==> config.mk <==
export PLATFORM = sky130hd
export DESIGN_NAME = marker_overlay
export DESIGN_NICKNAME = d
export VERILOG_FILES = /design/src/video_pkg.sv /design/src/marker_overlay.sv
export SDC_FILE = /design/constraint.sdc
export NUM_CORES = 1
export LEC_CHECK = 0
export BUFFER_PORTS_ARGS = -buffer_cell sky130_fd_sc_hd__buf_2
export CORE_AREA = 10 10 103 87
export DETAILED_ROUTE_END_ITERATION = 7
export DIE_AREA = 0 0 113 97
export GPL_TIMING_DRIVEN = 0
export PLACE_DENSITY = 0.76
export SLEW_MARGIN = 20
export SYNTH_ARGS = -nofsm -noshare
export SYNTH_HDL_FRONTEND = slang
export SYNTH_SLANG_ARGS = --single-unit
==> constraint.sdc <==
create_clock -name clk -period 3.1 [get_ports clk]
set_clock_uncertainty 0.15 [all_clocks]
set_input_delay 0.31 -clock clk [delete_from_list [all_inputs] [get_ports clk]]
set_output_delay 0.31 -clock clk [all_outputs]
set_load 0.01 [all_outputs]
==> src/video_pkg.sv <==
//////////////////////////////////////////////////////////////////////
// video types: raster position and sync, pixel formats, marker
// positions, colour modes and the crosshair colours
//////////////////////////////////////////////////////////////////////

`default_nettype none

package video_pkg;

   // pixel count within a line, up to 2047
   typedef logic [10:0] hcount_t;
   // line count within a frame
   typedef logic [9:0] vcount_t;

   // one raster position with its sync and blank levels
   typedef struct packed {
      hcount_t hcount;
      vcount_t vcount;
      // active low
      logic    hsync;
      // active low
      logic    vsync;
      // active high, outside the visible area
      logic    blank;
   } raster_t;

   // stored camera pixel, 6 bits per colour
   typedef struct packed {
      logic [5:0] red;
      logic [5:0] green;
      logic [5:0] blue;
   } pixel18_t;

   // dac pixel, 8 bits per colour
   typedef struct packed {
      logic [7:0] red;
      logic [7:0] green;
      logic [7:0] blue;
   } pixel24_t;

   // crosshair centre in raster coordinates
   typedef struct packed {
      hcount_t x;
      vcount_t y;
   } marker_pos_t;

   // which crosshairs are drawn, stepped in this order by the button
   typedef enum logic [1:0] {
      mode_green = 2'd0,
      mode_red   = 2'd1,
      mode_both  = 2'd2,
      mode_none  = 2'd3
   } color_mode_t;

   // slightly desaturated so the bars stand out on a camera image
   localparam pixel24_t red_marker_color = 24'hFF_30_30;
   localparam pixel24_t green_marker_color = 24'h30_FF_30;

endpackage

`default_nettype wire

==> src/marker_overlay.sv <==
//////////////////////////////////////////////////////////////////////
// crosshair overlay: colour mode stepping on the button, red and
// green crosshairs over the camera image, registered vga outputs
//////////////////////////////////////////////////////////////////////

`timescale 1ns/1ps
`default_nettype none

module marker_overlay #(
   parameter int win_width    = 720,
   parameter int win_height   = 460,
   parameter int marker_width = 4
) (
   input  logic                   clk,
   input  logic                   reset,
   input  video_pkg::raster_t     raster,
   input  video_pkg::pixel18_t    cam_pixel,
   input  logic                   mode_button,
   input  video_pkg::marker_pos_t red_marker,
   input  video_pkg::marker_pos_t green_marker,
   output video_pkg::pixel24_t    vga_pixel,
   output logic                   vga_hsync,
   output logic                   vga_vsync,
   output logic                   vga_blank
);
   import video_pkg::*;

   color_mode_t mode;
   logic        button_q;
   logic        button_rise;
   logic        red_hit;
   logic        green_hit;
   logic        show_red;
   logic        show_green;
   pixel24_t    cam_wide;
   pixel24_t    next_pixel;

   // true when the raster sits on either bar of a crosshair
   function automatic logic on_marker(input marker_pos_t m, input raster_t r);
      logic [11:0] x_end;
      logic [10:0] y_end;
      logic        vert_bar;
      logic        horiz_bar;
      // one bit wider so a marker near the edge does not wrap
      x_end = {1'b0, m.x} + 12'(marker_width);
      y_end = {1'b0, m.y} + 11'(marker_width);
      // vertical bar spans the window height
      vert_bar = (r.hcount >= m.x) && ({1'b0, r.hcount} < x_end) &&
                 (r.vcount < vcount_t'(win_height));
      // horizontal bar spans the window width
      horiz_bar = (r.vcount >= m.y) && ({1'b0, r.vcount} < y_end) &&
                  (r.hcount < hcount_t'(win_width));
      return vert_bar || horiz_bar;
   endfunction

   //////////////////////////////////////////////////////////////////////
   // colour mode
   //////////////////////////////////////////////////////////////////////

   // one step per rising edge, holding the button does nothing more
   assign button_rise = mode_button && !button_q;

   always_ff @(posedge clk) begin
      if (reset) begin
         button_q <= 1'b0;
         mode <= mode_green;
      end else begin
         button_q <= mode_button;
         if (button_rise) begin
            // none wraps back to green
            mode <= color_mode_t'(mode + 2'd1);
         end
      end
   end

   //////////////////////////////////////////////////////////////////////
   // pixel select
   //////////////////////////////////////////////////////////////////////

   assign red_hit = on_marker(red_marker, raster);
   assign green_hit = on_marker(green_marker, raster);
   assign show_green = green_hit && ((mode == mode_green) || (mode == mode_both));
   assign show_red = red_hit && ((mode == mode_red) || (mode == mode_both));

   // 6 bit colours padded to the dac width
   assign cam_wide = {cam_pixel.red, 2'b00, cam_pixel.green, 2'b00, cam_pixel.blue, 2'b00};

   // green drawn on top of red
   always_comb begin
      if (raster.blank) begin
         next_pixel = '0;
      end else if (show_green) begin
         next_pixel = green_marker_color;
      end else if (show_red) begin
         next_pixel = red_marker_color;
      end else begin
         next_pixel = cam_wide;
      end
   end

   // pixel and sync levels leave in the same clock
   always_ff @(posedge clk) begin
      if (reset) begin
         vga_pixel <= '0;
         vga_hsync <= 1'b1;
         vga_vsync <= 1'b1;
         vga_blank <= 1'b1;
      end else begin
         vga_pixel <= next_pixel;
         vga_hsync <= raster.hsync;
         vga_vsync <= raster.vsync;
         vga_blank <= raster.blank;
      end
   end

endmodule

`default_nettype wire

# == Yosys cells after proc, flatten, opt, wreduce, memory -nomap -nowiden ==
# Index checks and enable logic that the tools add are counted.
# word_totals
regBits,30
output_inout_bits,27
# classes
addsub,5
magnitude_cmp,10
eq_ne,2
muxes,2
reduce_logical,20
# ops
operator,count
"adder 11 x 3 -> 12 bit, second input constant",2
< comparator 11 x 12 -> 1 bit,2
two-way mux 24 bit,1
"adder 10 x 3 -> 11 bit, second input constant",2
greater-or-equal comparator 11 bit,2
< comparator 10 x 11 -> 1 bit,2
two-way mux 22 bit,1
greater-or-equal comparator 10 bit,2
logical AND 1 bit,11
"< comparator 11 x 10 -> 1 bit, second input constant",1
"< comparator 10 x 9 -> 1 bit, second input constant",1
logical OR 1 bit,4
OR reduction 4 bit,1
OR reduction 3 bit,1
"adder 2 x 1 -> 2 bit, second input constant",1
"== test 2 x 1 -> 1 bit, second input constant",1
"== test 2 bit, second input constant",1
zero test 2 bit,1
OR reduction 2 bit,1
zero test 1 bit,1

# == Logic depth before layout (Yosys ltp) ==
# logic_depth
depth_word,8
mapped_depth,13
mapped_depth_nobuf,12

# == Worst setup path before layout ==
# OpenSTA, ideal clock, no wires.
# synth_timing
path_kind,input-to-reg
start,input green_marker[12] (netlist name)
end,register vga_pixel[20] (netlist name)
setup_time_ps,75
arrival_time_ps,2392
required_time_ps,2875
setup_slack_ps,482
path_stages,12
n_path_buf,1
cell_sequence,nand4_1 -> or2_2 -> nor3_1 -> xnor2_1 -> ha_1 -> a21o_1 -> a21oi_1 -> o221ai_1 -> a21o_1 -> o22a_1 -> buf_1 -> a31oi_1
# synth_between
elab_chain_len,7
# synth_lines
item,line_no,text
start: declaration,marker_overlay.sv:20,"input video_pkg::marker_pos_t green_marker,"
adder 11 x 3 -> 12 bit,marker_overlay.sv:45,"x_end = {1'b0, m.x} + 12'(marker_width);"
< comparator 11 x 12 -> 1 bit,marker_overlay.sv:48,"vert_bar = (r.hcount >= m.x) && ({1'b0, r.hcount} < x_end) &&"
logical AND 1 bit (*) (2 in a row),marker_overlay.sv:48,
logical OR 1 bit (*),marker_overlay.sv:53,return vert_bar || horiz_bar;
logical AND 1 bit (*),marker_overlay.sv:82,assign show_green = green_hit && ((mode == mode_green) || (mode == mode_both));
two-way mux 22 bit (*),marker_overlay.sv:92,end else if (show_green) begin
end signal: assignment,marker_overlay.sv:109,vga_pixel <= next_pixel;
end: declaration,marker_overlay.sv:21,"output video_pkg::pixel24_t vga_pixel,"
# Every way passes the cells marked *; elsewhere a longest branch is shown, timed or not.
# A chain may end at the register's enable or synchronous reset.

# == Worst setup path after layout ==
# layout_timing
start,input green_marker[14] (netlist name)
end,register vga_pixel[20] (netlist name)
# The elaborated chain is that of the path after synthesis.

==> report_table.html <==
<table>
<tr><th>Metric</th><th>Value</th></tr>
<tr><th colspan="2">Hold path</th></tr>
<tr><td>Hold Crit Class</td><td>primary input to flop</td></tr>
<tr><td>Launch point of the worst hold path</td><td>raster[1]</td></tr>
<tr><th colspan="2">Yosys</th></tr>
<tr><td>Number of distinct library cells after synthesis</td><td>45</td></tr>
<tr><td>Yosys synthesis warning count</td><td>0</td></tr>
<tr><td>Post-synthesis sequential element count</td><td>26</td></tr>
<tr><td>Number of enable flip-flop cells after synthesis</td><td>0</td></tr>
<tr><td>Cell area after synthesis</td><td>3210 µm²</td></tr>
<tr><td>Per-instance average area after synthesis</td><td>8.24 µm²</td></tr>
<tr><td>Share of the synthesized area in compound gates (AO/OA/AOI/OAI)</td><td>19.9%</td></tr>
<tr><td>Main combinational cell family by area after synthesis</td><td>adder cells</td></tr>
<tr><td>Commonest register cell after synthesis</td><td>sky130_fd_sc_hd__dfxtp_1</td></tr>
<tr><td>Post-Synth Simple-Gate Area</td><td>16.0%</td></tr>
<tr><td>Async set-reset flop share out of synthesis</td><td>0%</td></tr>
<tr><td>Post-synthesis instance total</td><td>390</td></tr>
<tr><td>Adder-Cell Fraction of Synth Area</td><td>31.9%</td></tr>
<tr><td>Xor-xnor portion of the synthesized cell area</td><td>7.36%</td></tr>
<tr><td>Fraction of the yosys area taken by sequential cells</td><td>16.2%</td></tr>
<tr><td>Share of synthesized area spent on multiplexers</td><td>0%</td></tr>
<tr><th colspan="2">Pwr</th></tr>
<tr><td>Sequential power share</td><td>32.9%</td></tr>
<tr><td>Switching power</td><td>0.359 mW</td></tr>
<tr><td>Total power density per cell area</td><td>276 nW/µm²</td></tr>
<tr><td>Combinational share of power</td><td>42.0%</td></tr>
<tr><td>Leakage Power</td><td>2.10 nW</td></tr>
<tr><td>Clock share of power</td><td>25.1%</td></tr>
<tr><td>Peak VDD IR</td><td>416 µV</td></tr>
<tr><td>Sw Ratio</td><td>32.9%</td></tr>
<tr><td>Total chip power</td><td>1.09 mW</td></tr>
<tr><td>Int Power</td><td>0.734 mW</td></tr>
<tr><th colspan="2">Timing</th></tr>
<tr><td>Final hold violations</td><td>0</td></tr>
<tr><td>Worst relative slew slack</td><td>62.5%</td></tr>
<tr><td>Final setup violation count</td><td>0</td></tr>
<tr><td>Top achievable clock speed</td><td>0.354 GHz</td></tr>
<tr><td>Setup repair after global routing missed its margin</td><td>false</td></tr>
<tr><td>Final min period</td><td>2.82 ns</td></tr>
<tr><td>Worst-case hold slack</td><td>0.0701 ns</td></tr>
<tr><td>Tightest Pin Transition</td><td>0.559 ns</td></tr>
<tr><td>Post-route clock period utilization</td><td>91.0%</td></tr>
<tr><td>Max-slew violation count</td><td>0</td></tr>
<tr><td>Setup_tns</td><td>0 ns</td></tr>
<tr><th colspan="2">Routing</th></tr>
<tr><td>Number of remaining DRC errors</td><td>0</td></tr>
<tr><td>Starting DRT DRC Count</td><td>116</td></tr>
<tr><td>WL final</td><td>9120 µm</td></tr>
<tr><td>DR vias/cell</td><td>5.29</td></tr>
<tr><td>Remaining number of nets flagged by the antenna check after routing</td><td>0</td></tr>
<tr><td>Detailed-route wire length per cell</td><td>15.4 µm</td></tr>
<tr><td>Vias</td><td>3139</td></tr>
<tr><td>Detailed Routing Iterations Pass 1</td><td>4</td></tr>
<tr><th colspan="2">GRT</th></tr>
<tr><td>Initial antenna violation count</td><td>0</td></tr>
<tr><td>Global router's overall resource usage</td><td>15.8%</td></tr>
<tr><td>Vias in the first global route</td><td>3259</td></tr>
<tr><td>Largest net degree at the start of global routing</td><td>16</td></tr>
<tr><td>Final global-route overflow total</td><td>0</td></tr>
<tr><td>Wire length of the first global-routing pass</td><td>15100 µm</td></tr>
<tr><th colspan="2">Worst setup path</th></tr>
<tr><td>Data arrival time of the critical path</td><td>2.85 ns</td></tr>
<tr><td>Required time worst endpoint</td><td>3.13 ns</td></tr>
<tr><td>Category of the most critical setup path</td><td>primary input to flop</td></tr>
<tr><td>CP Max Fanout</td><td>10</td></tr>
<tr><td>Critical path endpoint category</td><td>flop</td></tr>
<tr><td>Beginning of the critical path</td><td>green_marker[14]</td></tr>
<tr><td>Reg2Reg Launch Point</td><td>mode[0]</td></tr>
<tr><td>Startpoint type of the worst setup path</td><td>primary input</td></tr>
<tr><th colspan="2">Floorplan</th></tr>
<tr><td>Effective utilization at floorplan</td><td>47.3%</td></tr>
<tr><td>Area enclosed by the die boundary</td><td>11000 µm²</td></tr>
<tr><td>Number of I/O pins</td><td>114</td></tr>
<tr><td>Die width</td><td>113 µm</td></tr>
<tr><td>Die height</td><td>97 µm</td></tr>
<tr><td>Placeable core region</td><td>6790 µm²</td></tr>
<tr><td>Number of placement rows</td><td>27</td></tr>
<tr><th colspan="2">Placement</th></tr>
<tr><td>Total half-perimeter wirelength after legalization and detailed placement</td><td>8050 µm</td></tr>
<tr><td>Port-buffer cells</td><td>111</td></tr>
<tr><td>Final Wtd Congestion</td><td>0.887</td></tr>
<tr><td>Cell area after placement</td><td>3880 µm²</td></tr>
<tr><th colspan="2">Layout</th></tr>
<tr><td>Share of final-layout standard cells stronger than drive strength 1</td><td>26.5%</td></tr>
<tr><td>Fill cell instance count of the final layout</td><td>624</td></tr>
<tr><td>Area grow syn2layout</td><td>23.4%</td></tr>
<tr><td>Final design utilization</td><td>58.4%</td></tr>
<tr><td>Final cell area excluding filler cells</td><td>3960 µm²</td></tr>
<tr><td>Layout net count</td><td>676</td></tr>
<tr><td>FF+latch area</td><td>520 µm²</td></tr>
<tr><td>Area of combinational cells with multiple inputs</td><td>2440 µm²</td></tr>
<tr><td>Count of inserted antenna diode cells</td><td>0</td></tr>
<tr><th colspan="2">CTS</th></tr>
<tr><td>Maximum number of buffers from clock root to sink</td><td>2</td></tr>
<tr><td>Level count of the clock H-tree</td><td>1</td></tr>
<tr><td>Root buffer cell</td><td>sky130_fd_sc_hd__clkbuf_8</td></tr>
<tr><td>Clock tree from TritonCTS</td><td>yes</td></tr>
<tr><td>Clk pin slew, worst setup/hold paths</td><td>0.09 ns</td></tr>
<tr><td>Clock sink total</td><td>26</td></tr>
<tr><td>Setup repair bufs after CTS</td><td>0</td></tr>
<tr><td>Number of buffers created by CTS</td><td>3</td></tr>
<tr><td>Source-to-sink clock delay at the later pin of the worst-skew pair</td><td>0.26 ns</td></tr>
<tr><th colspan="2">Run status</th></tr>
<tr><td>Outcome</td><td>finished clean</td></tr>
<tr><th colspan="2">Run</th></tr>
<tr><td>Number of max-cap violations</td><td>0</td></tr>
</table>
-- path summary, 6_finish.rpt --
| check | end | slack [ns] | depth (start not counted) |
|---|---|---|---|
| setup / recovery | vga_pixel[20] | 0.28 | 13 |
| hold / removal | vga_vsync | 0.07 | 2 |
| setup reg to reg | vga_pixel[19] | 1.05 | 7 |
| hold reg to reg | mode[0] | 0.38 | 2 |
-- cells in the mapped netlist (4+ instances only) --
master	n	area, µm²
sky130_fd_sc_hd__nand4_1	12	75.1
sky130_fd_sc_hd__a21o_1	12	90.1
sky130_fd_sc_hd__nand2b_1	6	37.5
sky130_fd_sc_hd__nor2_1	15	56.3
sky130_fd_sc_hd__buf_4	4	30.0
sky130_fd_sc_hd__a31oi_1	10	62.6
sky130_fd_sc_hd__nand3_1	17	85.1
sky130_fd_sc_hd__ha_1	82	1030
sky130_fd_sc_hd__dfxtp_1	26	521
sky130_fd_sc_hd__inv_1	58	218
sky130_fd_sc_hd__nand2_1	14	52.6
sky130_fd_sc_hd__o2111ai_1	4	35.0
sky130_fd_sc_hd__xnor2_1	27	236
sky130_fd_sc_hd__a211oi_1	11	82.6
sky130_fd_sc_hd__nor3_1	9	45.0
sky130_fd_sc_hd__nor2b_1	6	37.5
sky130_fd_sc_hd__o221ai_1	5	43.8
sky130_fd_sc_hd__o21ai_0	10	50.1
sky130_fd_sc_hd__a21oi_1	26	130
sky130_fd_sc_hd__and4_2	4	40.0
-- layout make-up --
cell class                 count  area share [%]
tap                           87            2.75
timing repair buffer         111            14.0
multi-input combinational    299            61.5
buffer                         7            1.26
clock inverter                 1           0.758
inverter                      59            5.59
sequential                    26            13.1
clock buffer                   3            1.04
-- cell usage in the layout (no fill, tap or decap), types with 2 or more instances in the layout --
| cell type | count |
|---|---|
| sky130_fd_sc_hd__nand2_1 | 14 |
| sky130_fd_sc_hd__and4_1 | 3 |
| sky130_fd_sc_hd__a21o_1 | 12 |
| sky130_fd_sc_hd__o2111ai_1 | 4 |
| sky130_fd_sc_hd__clkbuf_8 | 3 |
| sky130_fd_sc_hd__and3_1 | 3 |
| sky130_fd_sc_hd__and4_2 | 4 |
| sky130_fd_sc_hd__conb_1 | 2 |
| sky130_fd_sc_hd__a211oi_1 | 11 |
| sky130_fd_sc_hd__buf_2 | 111 |
| sky130_fd_sc_hd__xnor2_1 | 27 |
| sky130_fd_sc_hd__o21ai_0 | 10 |
| sky130_fd_sc_hd__a31oi_1 | 9 |
| sky130_fd_sc_hd__nor2b_1 | 6 |
| sky130_fd_sc_hd__o221ai_1 | 5 |
| sky130_fd_sc_hd__nand3_1 | 17 |
| sky130_fd_sc_hd__ha_1 | 82 |
| sky130_fd_sc_hd__o311ai_0 | 2 |
| sky130_fd_sc_hd__dfxtp_1 | 26 |
| sky130_fd_sc_hd__buf_4 | 4 |
| sky130_fd_sc_hd__or2_2 | 3 |
| sky130_fd_sc_hd__nand4_1 | 12 |
| sky130_fd_sc_hd__inv_1 | 58 |
| sky130_fd_sc_hd__nor3_1 | 8 |
| sky130_fd_sc_hd__nand2b_1 | 6 |
| sky130_fd_sc_hd__a21oi_1 | 26 |
| sky130_fd_sc_hd__nor2_1 | 15 |
-- critical path, cell delays in order --
cell and delay [ns]:
sky130_fd_sc_hd__buf_2 0.14, sky130_fd_sc_hd__nand4_1 0.12, sky130_fd_sc_hd__or2_2 0.32, sky130_fd_sc_hd__nor3_1 0.18
sky130_fd_sc_hd__xnor2_1 0.16, sky130_fd_sc_hd__ha_1 0.27, sky130_fd_sc_hd__a21o_1 0.16, sky130_fd_sc_hd__a21oi_1 0.15
sky130_fd_sc_hd__o221ai_1 0.11, sky130_fd_sc_hd__a21o_1 0.19, sky130_fd_sc_hd__o22a_1 0.28, sky130_fd_sc_hd__clkbuf_2 0.23
sky130_fd_sc_hd__a31oi_1 0.24
-- flip-flops by register name (all words and copies together) (netlist names) --
signal     cells
vga_blank      1
vga_pixel     20
mode           2
button_q       1
vga_vsync      1
vga_hsync      1
-- cell families (layout without fill, tap and decap cells) --
family,count (synthesis),count (layout)
adder cells (fa/ha/maj),82,82
other,1,2
AO/OA/AOI/OAI,93,93
buffers and inverters,66,181
XOR/XNOR,27,27
flip-flops,26,26
AND/OR/NAND/NOR,95,95
-- routing by layer --
metal  vias to the layer above  routed length, µm  global-route usage (%)
li1                       1645                  -                       -
met1                      1411               4270                    20.0
met2                        81               4180                    27.1
met3                         2                654                    4.19
met4                         0                 10                    1.07
met5                         -                  0                       0
-- per-stage QoR --
step           setup slack [ns]  std cells
6_report                  0.279        593
3_5_place_dp             -0.103        589
4_1_cts                   0.150        593
2_1_floorplan             0.482        391
5_1_grt                   0.130        593
3_3_place_gp             0.0154        589
-- what timing repair did --
item                       CTS  global route
resized for setup            0             3
hold buffers                 0             0
setup endpoints to repair    0            10
-- power groups by stage --
stage	clock, mW	sequential [mW]	combinational, mW
floorplan	0	0.376	0.268
finish	0.275	0.359	0.459
global placement	0	0.367	0.435
detailed placement	0	0.367	0.455
global route	0.293	0.361	0.526
CTS	0.278	0.360	0.458
(Power assumes the default switching activity.)
