===== src/video_pkg.sv =====
//////////////////////////////////////////////////////////////////////
// video types: raster position and sync, pixel formats, marker
// positions, colour modes and the crosshair colours
//////////////////////////////////////////////////////////////////////

`default_nettype none

package video_pkg;

   // pixel count within a line, up to 2047
   typedef logic [10:0] hcount_t;
   // line count within a frame
   typedef logic [9:0] vcount_t;

   // one raster position with its sync and blank levels
   typedef struct packed {
      hcount_t hcount;
      vcount_t vcount;
      // active low
      logic    hsync;
      // active low
      logic    vsync;
      // active high, outside the visible area
      logic    blank;
   } raster_t;

   // stored camera pixel, 6 bits per colour
   typedef struct packed {
      logic [5:0] red;
      logic [5:0] green;
      logic [5:0] blue;
   } pixel18_t;

   // dac pixel, 8 bits per colour
   typedef struct packed {
      logic [7:0] red;
      logic [7:0] green;
      logic [7:0] blue;
   } pixel24_t;

   // crosshair centre in raster coordinates
   typedef struct packed {
      hcount_t x;
      vcount_t y;
   } marker_pos_t;

   // which crosshairs are drawn, stepped in this order by the button
   typedef enum logic [1:0] {
      mode_green = 2'd0,
      mode_red   = 2'd1,
      mode_both  = 2'd2,
      mode_none  = 2'd3
   } color_mode_t;

   // slightly desaturated so the bars stand out on a camera image
   localparam pixel24_t red_marker_color = 24'hFF_30_30;
   localparam pixel24_t green_marker_color = 24'h30_FF_30;

endpackage

`default_nettype wire


===== src/frame_pkg.sv =====
//////////////////////////////////////////////////////////////////////
// frame memory types: word layout, address, capture write and the
// request presented to the memory each cycle
//////////////////////////////////////////////////////////////////////

`default_nettype none

package frame_pkg;

   // read ahead distance, set by the two cycle memory latency
   localparam int fetch_lead = 4;

   // {line, pixel count / 2}
   typedef logic [18:0] frame_addr_t;

   // two neighbouring pixels, the even one in the upper half
   typedef struct packed {
      video_pkg::pixel18_t hi_pixel;
      video_pkg::pixel18_t lo_pixel;
   } frame_word_t;

   // pixel pair offered by the capture side
   typedef struct packed {
      logic        valid;
      frame_addr_t addr;
      frame_word_t word;
   } frame_write_t;

   // one memory access, read when we is low
   typedef struct packed {
      logic        we;
      frame_addr_t addr;
      frame_word_t word;
   } frame_req_t;

endpackage

`default_nettype wire


===== src/pixel_fetch.sv =====
//////////////////////////////////////////////////////////////////////
// camera pixel fetch: reads the frame memory four pixels ahead,
// gives odd cycles to capture writes and picks the pixel half
//////////////////////////////////////////////////////////////////////

`timescale 1ns/1ps
`default_nettype none

module pixel_fetch #(
   parameter int h_total    = 1344,
   parameter int v_total    = 806,
   parameter int win_width  = 720,
   parameter int win_height = 460
) (
   input  logic                    clk,
   input  logic                    reset,
   input  video_pkg::raster_t      raster,
   input  frame_pkg::frame_write_t cap_write,
   output frame_pkg::frame_req_t   mem_req,
   input  frame_pkg::frame_word_t  mem_rdata,
   output video_pkg::pixel18_t     cam_pixel
);
   import video_pkg::*;
   import frame_pkg::*;

   hcount_t     ahead_h;
   hcount_t     fetch_h;
   vcount_t     fetch_v;
   logic        line_wrap;
   frame_addr_t read_addr;
   logic        take_write;
   frame_word_t next_word;
   frame_word_t cur_word;
   logic        in_window;

   //////////////////////////////////////////////////////////////////////
   // forecast address
   //////////////////////////////////////////////////////////////////////

   // position fetch_lead pixels ahead, wrapping into the next line
   assign ahead_h = raster.hcount + hcount_t'(fetch_lead);
   assign line_wrap = (ahead_h >= hcount_t'(h_total));

   always_comb begin
      if (line_wrap) begin
         fetch_h = ahead_h - hcount_t'(h_total);
         // last line wraps back to the top of the frame
         if (raster.vcount == vcount_t'(v_total - 1)) begin
            fetch_v = '0;
         end else begin
            fetch_v = raster.vcount + 1'b1;
         end
      end else begin
         fetch_h = ahead_h;
         fetch_v = raster.vcount;
      end
   end

   // two pixels per word, so the pixel count drops its low bit
   assign read_addr = {fetch_v, fetch_h[9:1]};

   // even counts always read, odd counts carry a pending capture write
   assign take_write = raster.hcount[0] && cap_write.valid;

   always_comb begin
      mem_req.we = take_write;
      mem_req.addr = take_write ? cap_write.addr : read_addr;
      mem_req.word = cap_write.word;
   end

   //////////////////////////////////////////////////////////////////////
   // word latches
   //////////////////////////////////////////////////////////////////////

   // an even count read returns two clocks later, again on an even count
   // the odd count after it moves the word into place, so cur_word holds
   // the pair from the start of its even pixel
   always_ff @(posedge clk) begin
      if (reset) begin
         next_word <= '0;
         cur_word <= '0;
      end else begin
         if (!raster.hcount[0]) begin
            next_word <= mem_rdata;
         end
         if (raster.hcount[0]) begin
            cur_word <= next_word;
         end
      end
   end

   // black around the camera image
   assign in_window = (raster.hcount < hcount_t'(win_width)) &&
                      (raster.vcount < vcount_t'(win_height));

   always_comb begin
      if (!in_window) begin
         cam_pixel = '0;
      end else if (raster.hcount[0]) begin
         cam_pixel = cur_word.lo_pixel;
      end else begin
         cam_pixel = cur_word.hi_pixel;
      end
   end

endmodule

`default_nettype wire


===== config.mk =====
export PLATFORM = sky130hd
export DESIGN_NAME = pixel_fetch
export DESIGN_NICKNAME = d
export VERILOG_FILES = /design/src/video_pkg.sv /design/src/frame_pkg.sv /design/src/pixel_fetch.sv
export SDC_FILE = /design/constraint.sdc
export NUM_CORES = 1
export LEC_CHECK = 0
export BUFFER_PORTS_ARGS = -buffer_cell sky130_fd_sc_hd__buf_2
export CELL_PAD_IN_SITES_DETAIL_PLACEMENT = 1
export CELL_PAD_IN_SITES_GLOBAL_PLACEMENT = 1
export CORE_ASPECT_RATIO = 0.75
export CORE_MARGIN = 2
export CORE_UTILIZATION = 29
export CTS_BUF_LIST = sky130_fd_sc_hd__clkbuf_8
export CTS_CLUSTER_DIAMETER = 50
export DETAILED_ROUTE_END_ITERATION = 7
export PLACE_DENSITY = 0.83
export SLEW_MARGIN = 30
export SYNTH_ARGS = -nofsm -noshare
export SYNTH_HDL_FRONTEND = slang
export SYNTH_SLANG_ARGS = --single-unit

===== constraint.sdc =====
create_clock -name clk -period 3 [get_ports clk]
set_clock_uncertainty 0.2 [all_clocks]
set_input_delay 0.45 -clock clk [delete_from_list [all_inputs] [get_ports clk]]
set_output_delay 0.45 -clock clk [all_outputs]
set_load 0.01 [all_outputs]

Word-level counts from Yosys, hierarchy flattened. Cells that the tools add are included.

Multiplexer cells: 6. $lt $le $gt $ge: 3. Equality and inequality tests: 1. $add $sub $neg: 3. Reduce and logical (&&, ||, !) cells: 2.

Operators with widths (count): 2-to-1 mux 18 bit (2); 2-to-1 mux 10 bit (3); 2-to-1 mux 19 bit (1); adder 11 x 3 -> 11 bit, second input constant (1); greater-or-equal comparator 11 bit, second input constant (1); less-than comparator 11 x 10 -> 1 bit, second input constant (1); adder 10 x 1 -> 10 bit, second input constant (1); == test 10 bit, second input constant (1); less-than comparator 10 x 9 -> 1 bit, second input constant (1); subtractor 10 x 9 -> 10 bit, second input constant (1); logical AND 1 bit (2).

Logic and storage cells: 27. Flip-flop bits (word level): 72. Bits of input ports: 118.

Longest topological paths before layout. Gate-level depths: netlist of the first run.

Depth in word-level cells: 4. Gate-level depth with buffers: 11. Mapped depth without buffers: 9.

Worst setup path after synthesis of the first run. Ideal clock, no wire load.

Kind: input port to output port. Start point: input port raster[15] (netlist bit). End point: output port mem_req[52] (netlist bit). Data arrival time: 2.612 ns. Required time: 2.350 ns. Setup slack: -0.262 ns. Path buffers: 2. Stages on the path: 11. Cell sequence: ha_1 -> buf_4 -> and3_1 -> xnor2_1 -> ha_1 -> nand4b_1 -> a211oi_4 -> a2bb2oi_2 -> buf_6 -> or3_1 -> a31oi_1.

RTL lines: start: declaration (line pixel_fetch.sv:17) `input video_pkg::raster_t raster,`; end: declaration (line pixel_fetch.sv:19) `output frame_pkg::frame_req_t mem_req,`.

==> results of run 1 <==
-- through the flow --
step           hold WS (ns)  area, um^2  std cells
3_3_place_gp         0.2537        4579        759
2_1_floorplan        0.2399        3905        502
3_5_place_dp         0.2622        4579        759
4_1_cts              0.1338        4937        778
6_report             0.1580        5021        780
5_1_grt              0.1409        5021        780
-- flip-flops by register name (all words and copies together), names as in the netlist --
signal     flops
next_word     36
cur_word      36
-- synth_stat cells (4+ instances only) --
| cell type | instances | area [um^2] |
|---|---|---|
| nand2_1 | 80 | 300.3 |
| inv_1 | 4 | 15.01 |
| a21oi_1 | 96 | 480.5 |
| buf_4 | 40 | 300.3 |
| nor3_1 | 4 | 20.02 |
| o211ai_1 | 6 | 45.04 |
| clkbuf_1 | 24 | 90.09 |
| nor2_1 | 20 | 75.07 |
| nand2b_1 | 72 | 450.4 |
| ha_1 | 5 | 62.56 |
| nand3_1 | 6 | 30.03 |
| dfxtp_1 | 72 | 1441 |
| xnor2_1 | 5 | 43.79 |
| a31oi_1 | 6 | 37.54 |
| o21ai_0 | 13 | 65.06 |
| nand3b_1 | 5 | 37.54 |
-- cells by family after synthesis --
kind of cell / Yosys count / synth area share, %
AO/OA/AOI/OAI: 140 / 20.93
AND/OR/NAND/NOR: 206 / 27.46
buffers and inverters: 73 / 11.23
XOR/XNOR: 6 / 1.363
flip-flops: 72 / 37.39
adder cells (fa/ha/maj): 5 / 1.623
-- repair_timing --
| action | in CTS | in global routing |
|---|---|---|
| endpoints found under the setup margin | 14 | 14 |
| setup buffers | 3 | 2 |
| hold buffers | 0 | 0 |
| gates resized for setup | 25 | 11 |
| pin swaps | 17 | 8 |
-- routing by layer --
layer	part of all wire, %	vias to the layer above	global-route usage [%]	routed length (um)
li1	-	1868	-	-
met1	43	1811	20.31	5085
met2	50	81	27.58	5901
met3	4.6	25	3.558	544
met4	1.9	0	5.596	222
met5	0	-	0	0
-- cells in the final DEF, fill, tap and decap left out, types with 3 or more instances in the layout --
cell and n:
nand3_1 5, a31oi_1 4, buf_4 37, buf_6 6, nand3b_1 5, dfxtp_1 72, a21oi_1 96, nand2b_1 72
inv_1 4, o21ai_1 3, nor2_1 19, nand2_1 80, nand4b_1 3, or3_4 3, o211ai_1 6, clkbuf_8 10
nor3_1 3, xnor2_2 3, buf_8 3, o21ai_0 11, ha_1 3, buf_2 112
-- worst min path at each step --
stage / slack, ns / to / depth (start not counted)
2_1_floorplan: 0.24 / next_word[20] / 2
3_3_place_gp: 0.25 / cur_word[3] / 2
3_5_place_dp: 0.26 / cur_word[6] / 2
4_1_cts: 0.13 / next_word[7] / 3
5_1_grt: 0.14 / next_word[7] / 3
6_report: 0.16 / next_word[7] / 3
-- critical path: cells and delay by family --
family / cells / cell delay, ns
XOR/XNOR: 1 / 0.15
buffers and inverters: 3 / 0.37
AND/OR/NAND/NOR: 4 / 0.82
adder cells (fa/ha/maj): 1 / 0.18
AO/OA/AOI/OAI: 3 / 0.64
-- power by group --
group	total, uW	internal [uW]	switching [uW]
combinational	412	193	220
sequential	1010	996	12.8
clock	857	493	364
total	2280	1680	596
-- cell type report --
cell class	instances	area, um^2
tap	171	214.0
sequential	72	1441
inverter	5	18.77
clock buffer	10	137.6
clock inverter	6	90.09
multi-input combinational	357	2148
fill	1628	7951
timing repair buffer	159	970.9
==> flow_summary.yaml, run 1 <==
die:
  start_util_pct: 29.72
  core_area_um2: 12970
  fp.dieW_um: 137.1
  num_rows: 36
  die_h_um: 103.9
  ios: 192
  dieArea_um2: 14240
clocking:
  clock_latency_ns: 0.35
  htree_levels: 3
  root_buffer: "clkbuf_8"
  clockBufferDepth: 2
  clkTransAtPathRegs_ns: 0.08
  cts_tree: "yes"
  cts_sinks: 72
  cts_buffers: 9
synthesis:
  ys.flop_type: "dfxtp_1"
  syn_nets: 625
  syn_inst: 502
  ys_ff_latch: 72
  synth.distinct_cells: 51
  syn_area_um2: 3855
  syn_avg_cell_area_um2: 7.679
  synth.yosys.seq_area_share_pct: 37.39
  yosysWarnings: 0
  synth_edf_count: 0
  async_flop_share_pct: 0
power:
  p_per_area_nw_per_um2: 453.8
  p_leak_uw: 0.002020
  p_total_uw: 2278
  irDropWorstVdd_mv: 0.2418
routing:
  dr.pass1.iters: 4
  drt-total-wl_mm: 11.75
  viasPerCell: 4.853
  route.detailed.drc: 0
  drt-initial-drc-count: 166
  detail_route.wl_per_cell_um: 15.07
  num_vias: 3785
  ant_nets: 0
timing:
  finalCritPeriodShare_pct: 108.8
  setup_ws_ns: -0.2625
  worst_slew_pin_slew_ns: 0.7096
  finalSetupViolations: 14
  drv_slew: 0
  timing.final.crit_period_ns: 3.263
  slew_headroom_pct: 52.69
  rsz0062_at_grt: "yes"
  tns_ns: -2.893
  hold_viol: 0
  fmax_mhz: 306.5
worst_setup_path:
  reg2reg_slack_ns: 2.12
  path_cells: "buf_8 -> nand4_1 -> nor2_2 -> xnor2_2 -> ha_2 -> nand4b_1 -> a211oi_4 -> a2bb2oi_4 -> buf_6 -> or3_4 -> a31oi_2 -> buf_2"
  crit_type: "input pin to primary output"
  endpoint_kind: "primary output"
  critical_path.slowest_cell: "a211oi_4"
  cp_data_required_time_ns: 2.35
  start_kind: "input pin"
  setup.worst_path.end: "mem_req[49]"
  worstReg2RegEnd: "cur_word[32]"
  worstPathMaxFanout: 4
  cpPeakStageDelay_ns: 0.35
  crit_start: "raster[18]"
  reg2regPathDepth: 2
  cp.arrival_ns: 2.61
  r2r_start: "next_word[32]"
global_routing:
  grt_overflow: 0
  grt_usage_pct: 16.29
  grt_max_degree: 80
  grt_pass1_vias: 3959
  antenna_found_initial: 0
  grt_first_pass_wirelength_mm: 18.75
final_layout:
  fin_util_pct: 38.71
  area_growth_syn_to_layout_pct: 30.25
  diodes: 0
  layout-drive-gt1-share_pct: 33.17
  nNetsFinal: 727
place:
  dp_hpwl_mm: 8.736
  gp_congestion: 0.8486
  port_buffers: 116
  place_ws_ns: -0.3417
run:
  max-cap-violations: 0
hold_path:
  holdCritPathClass: "input pin to flop"
  worstHoldStart: "mem_rdata[7]"
outcome:
  violations: "setup timing"
  status: "complete, but fails checks"
Note: power is estimated with default switching activity, not from simulation.
==> run 2, diff against run 1 <==
- CORE_ASPECT_RATIO: 0.75 -> unset
- SETUP_SLACK_MARGIN: unset -> 0.1
==> flow_summary.yaml, run 2 (synthesis gave the netlist of run 1 again) <==
global_routing:
  grt_pass1_vias: 4020
  antenna_found_initial: 0
  grt_usage_pct: 16.40
  grt_overflow: 0
  grt_first_pass_wirelength_mm: 18.95
  grt_max_degree: 127
die:
  ios: 192
  num_rows: 42
  core_area_um2: 13090
  start_util_pct: 29.46
  die_h_um: 119.3
  dieArea_um2: 14230
  fp.dieW_um: 119.3
routing:
  drt-total-wl_mm: 11.98
  ant_nets: 0
  num_vias: 3863
  detail_route.wl_per_cell_um: 15.04
  drt-initial-drc-count: 146
  dr.pass1.iters: 4
  route.detailed.drc: 0
  viasPerCell: 4.847
run:
  max-cap-violations: 0
worst_setup_path:
  start_kind: "input pin"
  critical_path.slowest_cell: "a211oi_4"
  worstPathMaxFanout: 5
  cpPeakStageDelay_ns: 0.34
  path_cells: "buf_6 -> nand4_1 -> nor2_2 -> xnor2_2 -> ha_2 -> nand4b_1 -> a211oi_4 -> buf_6 -> o2bb2ai_4 -> buf_4 -> o221ai_2 -> a21oi_2 -> buf_2"
  cp.arrival_ns: 2.72
  cpMostUsedCell: "buf_6"
  crit_type: "input pin to primary output"
  cp_data_required_time_ns: 2.35
  endpoint_kind: "primary output"
final_layout:
  diodes: 0
  final_cell_count_no_fill: 797
  filler_cell_count: 1626
  fin_util_pct: 38.92
  nNetsFinal: 739
  reg_top3: "cur_word x36, next_word x36"
  layout_commonest_cell: "buf_2"
  finalInstanceArea_um2: 5092
  final_cell_mix: "110 x buf_2, 95 x a21oi_1, 80 x nand2_1"
  layout-drive-gt1-share_pct: 34.30
  area_growth_syn_to_layout_pct: 32.10
clocking:
  clkTransAtPathRegs_ns: 0.07
  htree_levels: 3
  root_buffer: "clkbuf_8"
  cts_buffers: 9
  cts_sinks: 72
  clock_latency_ns: 0.35
  clockBufferDepth: 2
  cts_tree: "yes"
  cts_hold_buf: 0
power:
  power.net_switching_uw: 588.7
  power_frac_comb_pct: 20.5
  p_leak_uw: 0.002070
  irDropWorstVdd_mv: 0.2424
  p_int_uw: 1540
  p_total_uw: 2129
  switching_share_pct: 27.65
  pwr-share-clk_pct: 32.1
  p_per_area_nw_per_um2: 418.0
  pwr-share-seq_pct: 47.4
place:
  port_buffers: 116
  place_area_um2: 4629
  gp_congestion: 0.7880
  placed_cells: 769
  dp_hpwl_mm: 8.373
timing:
  timing.final.crit_period_ns: 3.368
  worst_slew_pin_slew_ns: 0.7709
  setup_ws_ns: -0.3679
  hold_viol: 0
  fmax_mhz: 296.9
  tns_ns: -3.729
  finalSetupViolations: 14
  drv_slew: 0
  slew_headroom_pct: 48.61
  rsz0062_at_grt: "yes"
  finalCritPeriodShare_pct: 112.3
outcome:
  violations: "setup timing"
  status: "complete, but fails checks"
hold_path:
  holdCritPathClass: "input pin to flop"
[run 2: routing by layer]
layer | global-route usage (%) | vias up | routed length [um]
met5 | 0 | - | 0
met4 | 6.397 | 0 | 257
met3 | 4.215 | 21 | 559
met2 | 29.20 | 100 | 6217
met1 | 18.71 | 1841 | 4948
li1 | - | 1901 | -
[run 2: power groups by stage]
| stage | Clock [uW] | Combinational, uW | Sequential (uW) |
|---|---|---|---|
| after floorplan | 0 | 255 | 1030 |
| after global placement | 0 | 363 | 1030 |
| after detailed placement | 0 | 382 | 1030 |
| after CTS | 718 | 405 | 1010 |
| after global routing | 764 | 476 | 1010 |
| final | 683 | 437 | 1010 |
[run 2: worst max-delay path: cells and delay by family]
family,cells,cell delay [ns]
AO/OA/AOI/OAI,4,0.76
XOR/XNOR,1,0.15
adder cells (fa/ha/maj),1,0.21
AND/OR/NAND/NOR,3,0.53
buffers and inverters,4,0.60
[run 2: metrics by stage]
step | worst slack (ns) | hold slack [ns]
final | -0.3679 | 0.1624
after global routing | -0.4775 | 0.1518
after CTS | -0.2047 | 0.1423
after detailed placement | -0.3292 | 0.2646
after global placement | -0.2461 | 0.2498
after floorplan | -0.05979 | 0.2399
[run 2: final timing paths]
| check | startpoint | endpoint | slack, ns | cells after the start |
|---|---|---|---|---|
| hold / removal | mem_rdata[19] | next_word[19] | 0.16 | 3 |
| setup / recovery | raster[18] | mem_req[43] | -0.37 | 13 |
| hold reg to reg | next_word[14] | next_word[14] | 0.27 | 2 |
| setup reg to reg | next_word[34] | cur_word[34] | 2.13 | 2 |
[run 2: layout make-up]
type                    count  area (um^2)  share of cell area (%)
multi-input cells         358         2181                   42.83
flip-flops and latches     72         1441                   28.30
repair buffers            170         1055                   20.71
well taps                 176        220.2                   4.324
clock buffers              11        151.4                   2.973
clock inverters             5        25.02                  0.4914
inverters                   5        18.77                  0.3686
[run 2: timing repair]
item / 4_1_cts / 5_1_grt
buffers inserted: 6 / 5
cloned: 1 / 0
gates resized for setup: 14 / 27
pin swaps: 4 / 16
setup endpoints to repair: 14 / 14
==> run 3, diff against run 2 <==
- CELL_PAD_IN_SITES_DETAIL_PLACEMENT: 1 -> 0
==> flow_summary.yaml, run 3 (synthesis gave the netlist of run 1 again) <==
worst_setup_path:
  cp_data_required_time_ns: 2.35
  start_kind: "input pin"
  cp.arrival_ns: 2.62
  crit_start: "raster[16]"
  r2r_start: "next_word[35]"
  worstPathMaxFanout: 5
  endpoint_kind: "primary output"
  crit_type: "input pin to primary output"
global_routing:
  grt_first_pass_wirelength_mm: 16.36
  grt_max_degree: 127
  grt_overflow: 0
  grt_usage_pct: 14.02
  antenna_found_initial: 0
  grt_pass1_vias: 3576
routing:
  drt-total-wl_mm: 10.24
  route.detailed.drc: 0
  drt-initial-drc-count: 150
  detail_route.wl_per_cell_um: 12.87
  ant_nets: 0
  dr.pass1.iters: 4
  num_vias: 3765
  viasPerCell: 4.730
die:
  dieArea_um2: 14230
  start_util_pct: 29.46
  die_h_um: 119.3
  num_rows: 42
  fp.dieW_um: 119.3
  core_area_um2: 13090
  ios: 192
clocking:
  cts_sinks: 72
  cts_tree: "yes"
  root_buffer: "clkbuf_8"
  clock_latency_ns: 0.34
  cts_buffers: 9
  htree_levels: 3
  clockBufferDepth: 2
  clkTransAtPathRegs_ns: 0.07
hold_path:
  worstHoldStart: "mem_rdata[18]"
  holdCritPathClass: "input pin to flop"
place:
  gp_congestion: 0.7880
  dp_hpwl_mm: 7.153
  placed_cells: 769
  place_ws_ns: -0.2749
  port_buffers: 116
  place_area_um2: 4629
run:
  max-cap-violations: 0
timing:
  setup_ws_ns: -0.2667
  drv_slew: 0
  fmax_mhz: 306.1
  slew_headroom_pct: 48.56
  rsz0062_at_grt: "yes"
  worst_slew_pin_slew_ns: 0.7716
  finalSetupViolations: 14
  finalCritPeriodShare_pct: 108.9
  timing.final.crit_period_ns: 3.267
  hold_viol: 0
final_layout:
  nNetsFinal: 738
  area_growth_syn_to_layout_pct: 34.63
  finalInstanceArea_um2: 5190
  final_cell_mix: "109 x buf_2, 95 x a21oi_1, 80 x nand2_1"
  final_cell_count_no_fill: 796
  layout-drive-gt1-share_pct: 34.84
  diodes: 0
  layout_commonest_cell: "buf_2"
  reg_top3: "cur_word x36, next_word x36"
power:
  pwr-share-clk_pct: 36.8
  power_frac_comb_pct: 18.9
  p_leak_uw: 0.002083
  pwr-share-seq_pct: 44.3
  power.net_switching_uw: 599.5
  switching_share_pct: 26.37
  irDropWorstVdd_mv: 0.3030
  p_int_uw: 1674
  p_per_area_nw_per_um2: 438.0
outcome:
  violations: "setup timing"
  status: "complete, but fails checks"
## run 3: final cells by class
class                      count  area, um^2
multi-input combinational    358        2218
sequential                    72        1441
inverter                       5       18.77
timing repair buffer         169        1074
clock buffer                   9       123.9
tap                          176       220.2
fill                        1337        7895
clock inverter                 7       93.84
## run 3: metrics by stage
| stage | total power [uW] | hold WS (ns) | setup TNS (ns) | util, % |
|---|---|---|---|---|
| 2_1_floorplan | 1283 | 0.2399 | -0.1088 | - |
| 3_3_place_gp | 1392 | 0.2498 | -2.621 | 35.38 |
| 3_5_place_dp | 1404 | 0.2629 | -3.078 | 35.38 |
| 4_1_cts | 2283 | 0.1332 | -1.828 | 38.52 |
| 5_1_grt | 2396 | 0.1430 | -4.073 | 39.66 |
| 6_report | 2273 | 0.1582 | -2.581 | 39.66 |
## run 3: power by group through the flow
stage / sequential (uW) / combinational, uW / clock (uW)
after floorplan: 1030 / 255 / 0
after global placement: 1030 / 363 / 0
after detailed placement: 1030 / 373 / 0
after CTS: 1010 / 405 / 871
after global routing: 1010 / 470 / 915
final: 1010 / 429 / 837
## run 3: final timing paths
kind                                      end  slack (ns)  cells past startpoint
worst max-delay path              mem_req[52]       -0.27                     12
worst max register to register   cur_word[35]        2.15                      2
worst min register to register    cur_word[5]        0.27                      2
worst min-delay path            next_word[18]        0.16                      3
## run 3: what timing repair did
item,in CTS,in global routing
resized for setup,28,19
pin swaps,8,15
hold buffers,0,0
setup endpoints to repair,14,14
setup buffers,4,7
gates cloned,1,0
## run 3: worst max-delay path, cell delays in order
cell and delay [ns]:
buf_8 0.10, ha_4 0.16, and3_4 0.17, xnor2_4 0.14, ha_2 0.19, nand4b_1 0.15, a211oi_4 0.33, a2bb2oi_4 0.12
buf_6 0.14, or3_4 0.33, a31oi_4 0.18, buf_2 0.15
## run 3: layer usage
layer | wire length, um | up-vias | track usage, %
li1 | - | 1894 | -
met1 | 4400 | 1733 | 17.38
met2 | 5035 | 122 | 22.99
met3 | 649 | 16 | 3.879
met4 | 155 | 0 | 5.662
met5 | 0 | - | 0
